==> config.mk <==
export PLATFORM = sky130hd
export DESIGN_NAME = uart_port
export DESIGN_NICKNAME = d
export VERILOG_FILES = /design/src/source/uart_pkg.sv /design/src/source/uart_port.sv /design/src/source/uart_rx.sv /design/src/source/uart_rx_filter.sv /design/src/source/uart_tx.sv
export SDC_FILE = /design/constraint.sdc
export NUM_CORES = 1
export LEC_CHECK = 0
export ABC_CLOCK_PERIOD_IN_PS = 5500
export BUFFER_PORTS_ARGS = -buffer_cell sky130_fd_sc_hd__buf_2
export CAP_MARGIN = 40
export CORE_UTILIZATION = 40
export DETAILED_ROUTE_END_ITERATION = 7
export HOLD_SLACK_MARGIN = 0.03
export PLACE_DENSITY = 0.68
export SYNTH_ARGS = -nofsm -noshare
export SYNTH_HDL_FRONTEND = slang
export SYNTH_SLANG_ARGS = --single-unit
==> constraint.sdc <==
create_clock -name clk -period 5.5 [get_ports clk]
set_input_delay 1.1 -clock clk [delete_from_list [all_inputs] [get_ports clk]]
set_output_delay 1.1 -clock clk [all_outputs]
set_load 0.02 [all_outputs]
==> src/source/uart_pkg.sv <==
/*
 * uart definitions shared by the receiver, the transmitter and the top level
 * covers the data byte, the receive result and both state encodings
 */

package uart_pkg;

  // one data byte as carried by a frame of 8 data bits
  typedef logic [7:0] uart_byte_t;

  // outcome of one received frame as presented to the host
  // frame_err is set when the stop bit was sampled low
  typedef struct packed {
    uart_byte_t data;
    logic       frame_err;
  } uart_rx_t;

  // receiver states in frame order
  // rx_wait_go_low holds the result until the host drops go
  typedef enum logic [2:0] {
    rx_idle,
    rx_start,
    rx_data,
    rx_stop,
    rx_wait_go_low
  } rx_state_e;

  // transmitter states, the same exchange seen from the sending side
  typedef enum logic [2:0] {
    tx_idle,
    tx_start,
    tx_data,
    tx_stop,
    tx_wait_go_low
  } tx_state_e;

endpackage

==> src/source/uart_port.sv <==
/*
 * uart port with filtered receive path and transmit path side by side
 * both directions use the go level exchange with the host
 */
`timescale 1ns/1ps

module uart_port #(
  parameter int clk_freq  = 1_600_000,
  parameter int baud_rate = 100_000
) (
  input  logic                clk,
  input  logic                rst_n,
  // receive side
  input  logic                rx,
  input  logic                rx_go,
  output uart_pkg::uart_rx_t   rx_result,
  output logic                rx_ready,
  // transmit side
  input  logic                tx_go,
  input  uart_pkg::uart_byte_t tx_data,
  output logic                txd,
  output logic                tx_done
);

  // rx after synchronization and glitch removal
  logic rx_clean;

  // the raw line is asynchronous, so it is cleaned before any sampling
  uart_rx_filter rx_filter_i (
    .clk      (clk),
    .rst_n    (rst_n),
    .rx       (rx),
    .rx_clean (rx_clean)
  );

  // the receiver sees the line four cycles late, which only shifts its
  // sample points and not their spacing
  uart_rx #(
    .clk_freq  (clk_freq),
    .baud_rate (baud_rate)
  ) rx_i (
    .clk      (clk),
    .rst_n    (rst_n),
    .rx_clean (rx_clean),
    .go       (rx_go),
    .result   (rx_result),
    .ready    (rx_ready)
  );

  uart_tx #(
    .clk_freq  (clk_freq),
    .baud_rate (baud_rate)
  ) tx_i (
    .clk   (clk),
    .rst_n (rst_n),
    .go    (tx_go),
    .data  (tx_data),
    .txd   (txd),
    .done  (tx_done)
  );

endmodule

==> src/source/uart_rx.sv <==
/*
 * uart receiver for 8 data bits, no parity and one stop bit
 * host asks with go, gets ready with the result and releases with go low
 */
`timescale 1ns/1ps

module uart_rx #(
  parameter int clk_freq  = 1_600_000,
  parameter int baud_rate = 100_000
) (
  input  logic              clk,
  input  logic              rst_n,
  input  logic              rx_clean,
  input  logic              go,
  output uart_pkg::uart_rx_t result,
  output logic              ready
);

  import uart_pkg::*;

  // clock cycles per bit
  localparam int bit_time = clk_freq / baud_rate;
  localparam int cnt_w = (bit_time == 1) ? 1 : $clog2(bit_time);

  // the first wait lands on the middle of the start bit
  // one cycle of it has already gone by when idle sees the low line
  localparam logic [cnt_w-1:0] half_load =
    (bit_time == 1) ? '0 : cnt_w'(bit_time / 2 - 1);
  // later waits are a whole bit, again less the cycle spent switching
  localparam logic [cnt_w-1:0] full_load = cnt_w'(bit_time - 1);

  rx_state_e        state_q;
  logic [cnt_w-1:0] cnt_q;
  logic [2:0]       bit_idx_q;
  // bits arrive LSB first and are shifted in from the top
  uart_byte_t       shift_q;

  always_ff @(posedge clk or negedge rst_n) begin
    if (!rst_n) begin
      state_q   <= rx_idle;
      cnt_q     <= '0;
      bit_idx_q <= '0;
      result    <= '0;
      ready     <= 1'b0;
    end else begin
      unique case (state_q)

        rx_idle: begin
          // only a start edge seen while the host is waiting opens a frame
          if (go && !rx_clean) begin
            cnt_q     <= half_load;
            bit_idx_q <= '0;
            // with one cycle per bit the start bit is already behind us
            state_q   <= (bit_time == 1) ? rx_data : rx_start;
          end
        end

        rx_start: begin
          cnt_q <= cnt_q - 1'b1;
          if (cnt_q == '0) begin
            // now in the middle of the start bit, so the next sample is
            // a whole bit away in the middle of data bit 0
            cnt_q     <= full_load;
            bit_idx_q <= '0;
            state_q   <= rx_data;
          end
        end

        rx_data: begin
          cnt_q <= cnt_q - 1'b1;
          if (cnt_q == '0) begin
            shift_q   <= {rx_clean, shift_q[7:1]};
            cnt_q     <= full_load;
            bit_idx_q <= bit_idx_q + 1'b1;
            // the index still shows the bit being taken on this edge
            if (bit_idx_q == 3'd7) begin
              state_q <= rx_stop;
            end
          end
        end

        rx_stop: begin
          cnt_q <= cnt_q - 1'b1;
          if (cnt_q == '0) begin
            // a low stop bit still hands over the byte, flagged as bad
            result.data      <= shift_q;
            result.frame_err <= !rx_clean;
            ready            <= 1'b1;
            state_q          <= rx_wait_go_low;
          end
        end

        rx_wait_go_low: begin
          // result and ready stay put until the host lets go
          if (!go) begin
            result  <= '0;
            ready   <= 1'b0;
            state_q <= rx_idle;
          end
        end

        default: begin
          state_q <= rx_idle;
        end

      endcase
    end
  end

  // no re-alignment on the start bit, so the sample points rely on the
  // sender's clock being close to ours for the length of one frame

endmodule

==> src/source/uart_rx_filter.sv <==
/*
 * rx input conditioning with a two stage synchronizer and a glitch filter
 * the output only moves once three synchronized samples agree
 */
`timescale 1ns/1ps

module uart_rx_filter (
  input  logic clk,
  input  logic rst_n,
  input  logic rx,
  output logic rx_clean
);

  // sync_q[0] may go metastable, sync_q[1] is the first usable sample
  logic [1:0] sync_q;
  // the two samples taken before the current synchronized one
  logic [1:0] hist_q;
  // last accepted level, kept while the samples disagree
  logic       level_q;
  logic [2:0] window;
  logic       agree;

  // the newest sample sits in bit 0 of the window
  assign window = {hist_q, sync_q[1]};
  assign agree  = (window == 3'b000) || (window == 3'b111);

  // a level that three samples in a row confirm passes straight through
  // anything shorter keeps the previous accepted level
  assign rx_clean = agree ? window[0] : level_q;

  always_ff @(posedge clk or negedge rst_n) begin
    if (!rst_n) begin
      // the line idles high, so everything starts at 1
      sync_q  <= 2'b11;
      hist_q  <= 2'b11;
      level_q <= 1'b1;
    end else begin
      sync_q  <= {sync_q[0], rx};
      hist_q  <= {hist_q[0], sync_q[1]};
      level_q <= rx_clean;
    end
  end

  // a change of rx needs two edges to cross the synchronizer and two more
  // to fill the window, so rx_clean follows four cycles after rx
  // pulses of one or two cycles never fill the window and are dropped

endmodule

==> src/source/uart_tx.sv <==
/*
 * uart transmitter for 8 data bits, no parity and one stop bit
 * the byte is latched on go and done is held until go falls
 */
`timescale 1ns/1ps

module uart_tx #(
  parameter int clk_freq  = 1_600_000,
  parameter int baud_rate = 100_000
) (
  input  logic                clk,
  input  logic                rst_n,
  input  logic                go,
  input  uart_pkg::uart_byte_t data,
  output logic                txd,
  output logic                done
);

  import uart_pkg::*;

  // clock cycles per bit
  localparam int bit_time = clk_freq / baud_rate;
  localparam int cnt_w = (bit_time == 1) ? 1 : $clog2(bit_time);
  // the edge that changes txd counts as the first cycle of the bit
  localparam logic [cnt_w-1:0] full_load = cnt_w'(bit_time - 1);

  tx_state_e        state_q;
  logic [cnt_w-1:0] cnt_q;
  logic [2:0]       bit_idx_q;
  // latched byte, shifted right so bit 0 is always the next to send
  uart_byte_t       shift_q;

  always_ff @(posedge clk or negedge rst_n) begin
    if (!rst_n) begin
      state_q   <= tx_idle;
      cnt_q     <= '0;
      bit_idx_q <= '0;
      txd       <= 1'b1;
      done      <= 1'b0;
    end else begin
      unique case (state_q)

        tx_idle: begin
          // the byte is taken on this edge and the start bit begins with it
          if (go) begin
            shift_q <= data;
            txd     <= 1'b0;
            cnt_q   <= full_load;
            state_q <= tx_start;
          end
        end

        tx_start: begin
          cnt_q <= cnt_q - 1'b1;
          if (cnt_q == '0) begin
            txd       <= shift_q[0];
            shift_q   <= shift_q >> 1;
            bit_idx_q <= '0;
            cnt_q     <= full_load;
            state_q   <= tx_data;
          end
        end

        tx_data: begin
          cnt_q <= cnt_q - 1'b1;
          if (cnt_q == '0) begin
            cnt_q <= full_load;
            // after bit 7 has had its full time the stop bit follows
            if (bit_idx_q == 3'd7) begin
              txd     <= 1'b1;
              state_q <= tx_stop;
            end else begin
              txd       <= shift_q[0];
              shift_q   <= shift_q >> 1;
              bit_idx_q <= bit_idx_q + 1'b1;
            end
          end
        end

        tx_stop: begin
          cnt_q <= cnt_q - 1'b1;
          // done comes once the stop bit has been on the line a full bit
          if (cnt_q == '0) begin
            done    <= 1'b1;
            state_q <= tx_wait_go_low;
          end
        end

        tx_wait_go_low: begin
          // the line stays idle high while the host keeps go raised
          if (!go) begin
            done    <= 1'b0;
            state_q <= tx_idle;
          end
        end

        default: begin
          state_q <= tx_idle;
        end

      endcase
    end
  end

endmodule

==> summary.txt, run 1 <==
Outcome
  • Status: finished clean

Power
  • Clock power frac: between 10% and 20%
  • Sequential power share: about half
  • Net Sw Frac: 36.2%
  • PwrDens: approximately 480 nW/um^2
  • LEAKAGE: approximately 1.1 nW
  • P_sw: around 0.47 mW
  • Comb power frac: about 35%
  • Max IR drop VDD: between 150 and 200 uV
  • P_int: slightly above 0.8 mW

Drt
  • Vias: roughly 1500
  • DRT iter0 DRCs: between 90 and 100
  • Drt wl/cell: 13.7 um
  • Vias per cell: ~5.2
  • DRC Markers: 0
  • Drt first pass iters: 5
  • Routed wire length: roughly 3.9 mm
  • Final ANT Viol Nets: 0

Synth
  • Netlist cell types: 49
  • Post-Syn Area: about 2400 um^2
  • Mean Syn Cell Area: between 10 and 15 um^2
  • Dominant cell type by area after synthesis: dfrtp_1
  • Synth Register Bits: 53
  • Post-synth EDFFs: 16
  • Sequential cell area fraction in the yosys report: between 50 and 60%
  • Top cells by count, synth: dfrtp_1, edfxtp_1, a22o_1
  • Top cells by area, synth: dfrtp_1, edfxtp_1, dfstp_2
  • Ys flop type: dfrtp_1
  • Syn_nets: between 200 and 250
  • Post-Syn Instances: 190
  • Top cell type's share of synthesized area: between 30% and 40%
  • Count leader, synth: dfrtp_1
  • Yosys warns: 0
  • Async set-reset flop share out of synthesis: about 70%

Timing
  • Period Utilization, post-route: 40.9%
  • Setup TNS Final: 0 ns
  • Peak Freq: 445 MHz
  • # setup viols final: 0
  • Hold Vio Cnt, Final: 0
  • RSZ-0062 raised after global routing: no
  • Worst Skew: 0.0124 ns
  • Slew headroom: 46.5%
  • Worst Max-Slew Pin Slew: roughly 0.8 ns
  • Final Max Tran Viols: 0
  • Fin crit period: around 2.2 ns

Critical path
  • Crit path buf inv count: 1
  • WP data required: 5.70 ns
  • Critical path peak fanout: 11
  • CP max-delay cell: or4b_4
  • Crit path kind: reg2reg
  • Crit path largest cell delay: around 0.50 ns
  • CP Launch Type: flip-flop
  • CP Cell Sequence: inv_1, ha_1, or4b_4, nor2_2, a31oi_1, a22o_1
  • Crit. End Element: flip-flop
  • CP arrival: approximately 2.5 ns
  • CP top delay family: simple AND/OR/NAND/NOR gates

CTS
  • Clk sink count: 53
  • CTS max path bufs: 2
  • Number of buffers added for setup after CTS: 0
  • Clock slew at reported path FFs: 0.10 ns
  • CTS Buf Count: 5
  • Cts repair resizes: 0
  • Clock Latency Late Sink: between 0.3 and 0.4 ns
  • CTS tree: yes
  • Htree depth: 2
  • Hold buffer count at CTS: 0
  • Clock root cell: clkbuf_8

Final layout
  • Layout cells sized above 1: about 27%
  • Layout Utilization: 47.7%
  • Post-layout net count: 234
  • Ant diodes: 0
  • Area Growth Syn to Fin: 12.3%

Die
  • Die Y: 79.2 um
  • Total die area: about 6300 um^2
  • Die width: about 80 um
  • # IOs: 25
  • Core Box Area: about 5600 um^2
  • Initial core utilization: roughly 42%
  • Std cell rows: 27

Placed design
  • IO Port Bufs: 24
  • Final GP Congestion: 0.748
  • HPWL after detailed placement: between 2 and 3 mm

Global route
  • Vias in the first global route: about 1400
  • Antenna violations before repair: 0
  • GRT Util Overall: ~14%
  • Grt total ovfl: 0
  • Largest net degree at the start of global routing: 21
  • First-pass GRT wire length: between 6 and 7 mm

Run
  • Max Cap Viol: 0

Worst hold path
  • Min-Delay Path Class: reg2reg
worst paths after layout:
| check | cells past startpoint | slack, ns | to | startpoint |
|---|---|---|---|---|
| max in group asynchronous | 2 | 4.22 | rx_filter_i.sync_q[0] | rst_n |
| worst max register to register | 6 | 3.25 | rx_i.result[4] | rx_i.cnt_q[0] |
| worst min-delay path | 0 | 0.34 | rx_filter_i.sync_q[1] | rx_filter_i.sync_q[0] |
| min in group asynchronous | 1 | 0.73 | rx_i.result[1] | rst_n |
| worst max-delay path | 6 | 3.25 | rx_i.result[4] | rx_i.cnt_q[0] |
| worst min register to register | 0 | 0.34 | rx_filter_i.sync_q[1] | rx_filter_i.sync_q[0] |
area by class of cell:
| type | count | area (um^2) |
|---|---|---|
| Fill cell | 546 | 2930 |
| Inverter | 9 | 33.8 |
| Timing Repair Buffer | 25 | 148 |
| Multi-Input combinational cell | 121 | 897 |
| Clock inverter | 3 | 23.8 |
| Tap cell | 72 | 90.1 |
| Clock buffer | 5 | 68.8 |
| Sequential cell | 53 | 1410 |
state kept, by name, summed over array words and instances, names as in the netlist:
| signal | cells |
|---|---|
| tx_i.shift_q | 8 |
| tx_i.cnt_q | 4 |
| rx_i.ready | 1 |
| rx_filter_i.level_q | 1 |
| rx_filter_i.sync_q | 2 |
| tx_i.state_q | 3 |
| tx_i.bit_idx_q | 3 |
| rx_i.shift_q | 8 |
| rx_i.state_q | 3 |
| tx_i.txd | 1 |
| rx_filter_i.hist_q | 2 |
| rx_i.bit_idx_q | 3 |
| rx_i.cnt_q | 4 |
| rx_i.result | 9 |
| tx_i.done | 1 |
through the flow:
stage	setup slack, ns	area [um^2]	total power [mW]	hold WS [ns]	std cells
4_1_cts	3.23	2680	1.31	0.344	288
5_1_grt	3.05	2680	1.39	0.357	288
6_report	3.25	2680	1.30	0.344	288
3_5_place_dp	3.01	2580	1.09	0.347	280
2_1_floorplan	3.41	2380	0.977	0.345	190
3_3_place_gp	2.79	2550	1.07	0.346	279
power by group through the flow:
stage | Clock (mW) | Sequential (mW) | Combinational [mW]
after floorplan | 0 | 0.626 | 0.351
after global placement | 0 | 0.627 | 0.440
after detailed placement | 0 | 0.631 | 0.455
after CTS | 0.233 | 0.624 | 0.457
after global routing | 0.249 | 0.642 | 0.502
final | 0.224 | 0.623 | 0.449
placed cells by master (no fill, tap or decap), types with 2 or more instances in the layout:
cell	count
nor4_1	3
xnor2_1	3
a31oi_1	3
dfrtp_1	31
o21a_1	2
ha_1	6
inv_1	9
nand3_1	3
nor2_2	2
clkbuf_8	5
nor3_1	2
dfstp_2	6
nor2_1	12
a22o_1	13
xor2_1	2
a21o_1	3
mux2_2	8
nand2_1	7
edfxtp_1	16
o21ai_0	9
o31ai_1	2
buf_2	24
a21oi_1	11
nor2b_1	3
a221oi_1	3
nand3b_1	2
routing by layer:
layer / global-route usage, % / vias to the layer above / share of wire, %
met5: 0 / - / 0
met4: 6.18 / 0 / 1.0
met3: 3.79 / 2 / 3.0
met2: 21.1 / 25 / 47
met1: 19.6 / 727 / 49
li1: - / 755 / -
cell families (layout without fill, tap and decap cells):
group | after synthesis | in the layout | share of synthesized area [%]
AO/OA/AOI/OAI | 54 | 54 | 16.1
flip-flops | 53 | 53 | 59.4
AND/OR/NAND/NOR | 46 | 46 | 11.8
buffers and inverters | 16 | 42 | 2.94
multiplexers | 9 | 9 | 4.41
adder cells (fa/ha/maj) | 7 | 7 | 3.57
XOR/XNOR | 5 | 5 | 1.84
worst register-to-register path, cell delays in order (launching register included):
cell	delay [ns]
dfrtp_1	0.39
inv_1	0.12
ha_1	0.21
or4b_4	0.50
nor2_2	0.38
a31oi_1	0.27
a22o_1	0.29
No activity file was read; power rests on OpenSTA's default activity.
==> run 2, diff against run 1 <==
--- a/config.mk
+++ b/config.mk
@@ -5,7 +5,7 @@
 export SDC_FILE = /design/constraint.sdc
 export NUM_CORES = 1
 export LEC_CHECK = 0
-export ABC_CLOCK_PERIOD_IN_PS = 5500
+export ABC_CLOCK_PERIOD_IN_PS = 2150
 export BUFFER_PORTS_ARGS = -buffer_cell sky130_fd_sc_hd__buf_2
 export CAP_MARGIN = 40
 export CORE_UTILIZATION = 40
==> constraint.sdc (replaced) <==
create_clock -name clk -period 2.15 [get_ports clk]
set_input_delay 0.43 -clock clk [delete_from_list [all_inputs] [get_ports clk]]
set_output_delay 0.43 -clock clk [all_outputs]
set_load 0.02 [all_outputs]
==> summary.txt, run 2 (same netlist as run 1, synthesis figures left out) <==
Outcome
  • Status: finished clean (unchanged)

Final layout
  • Post-layout net count: 241 (was 234)
  • Most common cell after layout, fill and taps aside: dfrtp_1 (unchanged)
  • Area Growth Syn to Fin: 13.9% (was 12.3%)
  • Non-filler cells, final: 295 (was 288)
  • Top reg by flops: rx_i.result (unchanged)
  • Ant diodes: 0 (unchanged)
  • Layout fillers: 533 (was 546)
  • Largest regs: rx_i.result (9), rx_i.shift_q (8), tx_i.shift_q (8) (unchanged)
  • Max reg flops: 9 (unchanged)
  • Layout cells sized above 1: 30.5% (was 27.3%)
  • Most frequent cells in the layout: dfrtp_1, buf_2, edfxtp_1 (unchanged)

Die
  • Die width: 79.2 um (unchanged)
  • Initial core utilization: 42.5% (unchanged)
  • Die Y: 79.2 um (unchanged)
  • Std cell rows: 27 (unchanged)
  • Core Box Area: 5610 um^2 (unchanged)
  • # IOs: 25 (unchanged)
  • Total die area: 6260 um^2 (unchanged)

Placed design
  • HPWL after detailed placement: 2.89 mm (was 2.80 mm)
  • Final GP Congestion: 0.745 (was 0.748)
  • Placed Cells incl. Taps: 287 (was 280)
  • Setup slack at placement: 0.0550 ns (was 3.01 ns)
  • IO Port Bufs: 24 (unchanged)

Global route
  • Antenna violations before repair: 0 (unchanged)
  • Vias in the first global route: 1509 (was 1415)
  • Largest net degree at the start of global routing: 21 (unchanged)
  • Grt total ovfl: 0 (unchanged)
  • First-pass GRT wire length: 7.11 mm (was 6.80 mm)
  • GRT Util Overall: 15.0% (was 14.3%)

CTS
  • Cts repair resizes: 0 (unchanged)
  • Clock root cell: clkbuf_8 (unchanged)
  • CTS max path bufs: 2 (unchanged)
  • CTS tree: yes (unchanged)
  • Clk sink count: 53 (unchanged)
  • Number of buffers added for setup after CTS: 0 (unchanged)
  • CTS Buf Count: 5 (unchanged)
  • Htree depth: 2 (unchanged)
  • Clock slew at reported path FFs: 0.10 ns (about the same)
  • Hold buffer count at CTS: 0 (unchanged)
  • Clock Latency Late Sink: 0.31 ns (about the same)

Critical path
  • CP Cell Sequence: inv_1, ha_1, or3b_2, o21ai_0, and4b_2 (was inv_1, ha_1, or4b_4, nor2_2, a31oi_1, a22o_1)
  • WP data required: 2.16 ns (was 5.70 ns)
  • Critical path peak fanout: 8 (was 11)
  • Worst r2r src: tx_i.cnt_q[0] (was rx_i.cnt_q[0])
  • CP top delay family: simple AND/OR/NAND/NOR gates (unchanged)
  • Crit path launch: tx_i.cnt_q[0] (was rx_i.cnt_q[0])
  • RR Endpoint: tx_i.shift_q[0] (was rx_i.result[4])
  • Crit path largest cell delay: 0.47 ns (was 0.50 ns)
  • CP max-delay cell: or3b_2 (was or4b_4)
  • Crit path buf inv count: 1 (unchanged)
  • Reg-to-reg slack, setup: 0.19 ns (was 3.25 ns)
  • CP Launch Type: flip-flop (unchanged)
  • Capture point of the critical path: tx_i.shift_q[0] (was rx_i.result[4])
  • Crit. End Element: flip-flop (unchanged)
  • R2R depth: 5 (was 6)
  • Crit. path cell count: 5 (was 6)
  • Crit path kind: reg2reg (unchanged)
  • CP arrival: 1.97 ns (was 2.45 ns)

Run
  • Max Cap Viol: 0 (unchanged)

Drt
  • Drt wl/cell: 13.7 um (about the same)
  • Drt first pass iters: 4 (was 5)
  • DRC Markers: 0 (unchanged)
  • Final ANT Viol Nets: 0 (unchanged)
  • Routed wire length: 4.04 mm (was 3.95 mm)
  • DRT iter0 DRCs: 110 (was 97)
  • Vias per cell: 5.29 (was 5.24)
  • Vias: 1562 (was 1509)

Timing
  • Worst hold slack: 0.131 ns (was 0.344 ns)
  • RSZ-0062 raised after global routing: no (unchanged)
  • Setup TNS Final: 0 ns (unchanged)
  • # setup viols final: 0 (unchanged)
  • PnR worst setup slack: 0.190 ns (was 3.25 ns)
  • Peak Freq: 510 MHz (was 445 MHz)
  • Worst Skew: 0.0121 ns (was 0.0124 ns)
  • Hold Vio Cnt, Final: 0 (unchanged)
  • Period Utilization, post-route: 91.2% (was 40.9%)
  • Slew headroom: 46.4% (was 46.5%)
  • Final Max Tran Viols: 0 (unchanged)
  • Worst Max-Slew Pin Slew: 0.800 ns (about the same)
  • Fin crit period: 1.96 ns (was 2.25 ns)

Power
  • Max IR drop VDD: 408 uV (was 180 uV)
  • PwrDens: 1240 nW/um^2 (was 484 nW/um^2)
  • LEAKAGE: 1.16 nW (was 1.14 nW)
  • Pwr Total: 3.36 mW (was 1.30 mW)

Worst hold path
  • Min-Delay Path Class: in2async (was reg2reg)
-- run 2: changes by cell type in the layout (fill, tap and decap cells not counted), sizes merged --
| cell | previous run | this run |
|---|---|---|
| buf | 25 | 32 |
| inv | 11 | 10 |
| clkinvlp | 0 | 1 |
-- run 2: cell type report --
type | instances | area, um^2 | area share (%)
inverters | 9 | 33.8 | 1.25
multi-input cells | 121 | 900 | 33.2
repair buffers | 32 | 180 | 6.65
well taps | 72 | 90.1 | 3.32
clock buffers | 5 | 68.8 | 2.54
clock inverters | 3 | 25.0 | 0.923
flip-flops and latches | 53 | 1410 | 52.1
-- run 2: metrics by stage --
step | area, um^2 | util [%]
after global routing | 2710 | 48.3
after detailed placement | 2620 | 46.6
after CTS | 2710 | 48.3
final | 2710 | 48.3
after floorplan | 2380 | -
after global placement | 2620 | 46.6
-- run 2: how the worst min path moves through the flow --
stage	end
3_3_place_gp	rx_filter_i.sync_q[1]
3_5_place_dp	rx_filter_i.sync_q[1]
5_1_grt	rx_i.result[6]
6_report	rx_i.result[1]
2_1_floorplan	rx_i.bit_idx_q[0]
4_1_cts	rx_i.result[6]
-- run 2: routing by layer --
| metal | vias up | track usage, % | wire length (um) |
|---|---|---|---|
| li1 | 773 | - | - |
| met1 | 758 | 19.9 | 1970 |
| met2 | 25 | 22.8 | 1830 |
| met3 | 6 | 4.48 | 159 |
| met4 | 0 | 6.00 | 79 |
| met5 | - | 0 | 0 |
-- run 2: power by group --
part,leakage [nW],switching [mW],internal [mW]
combinational,0.524,0.653,0.577
sequential,0.590,0.219,1.33
clock,0.0447,0.342,0.236
total,1.16,1.21,2.15
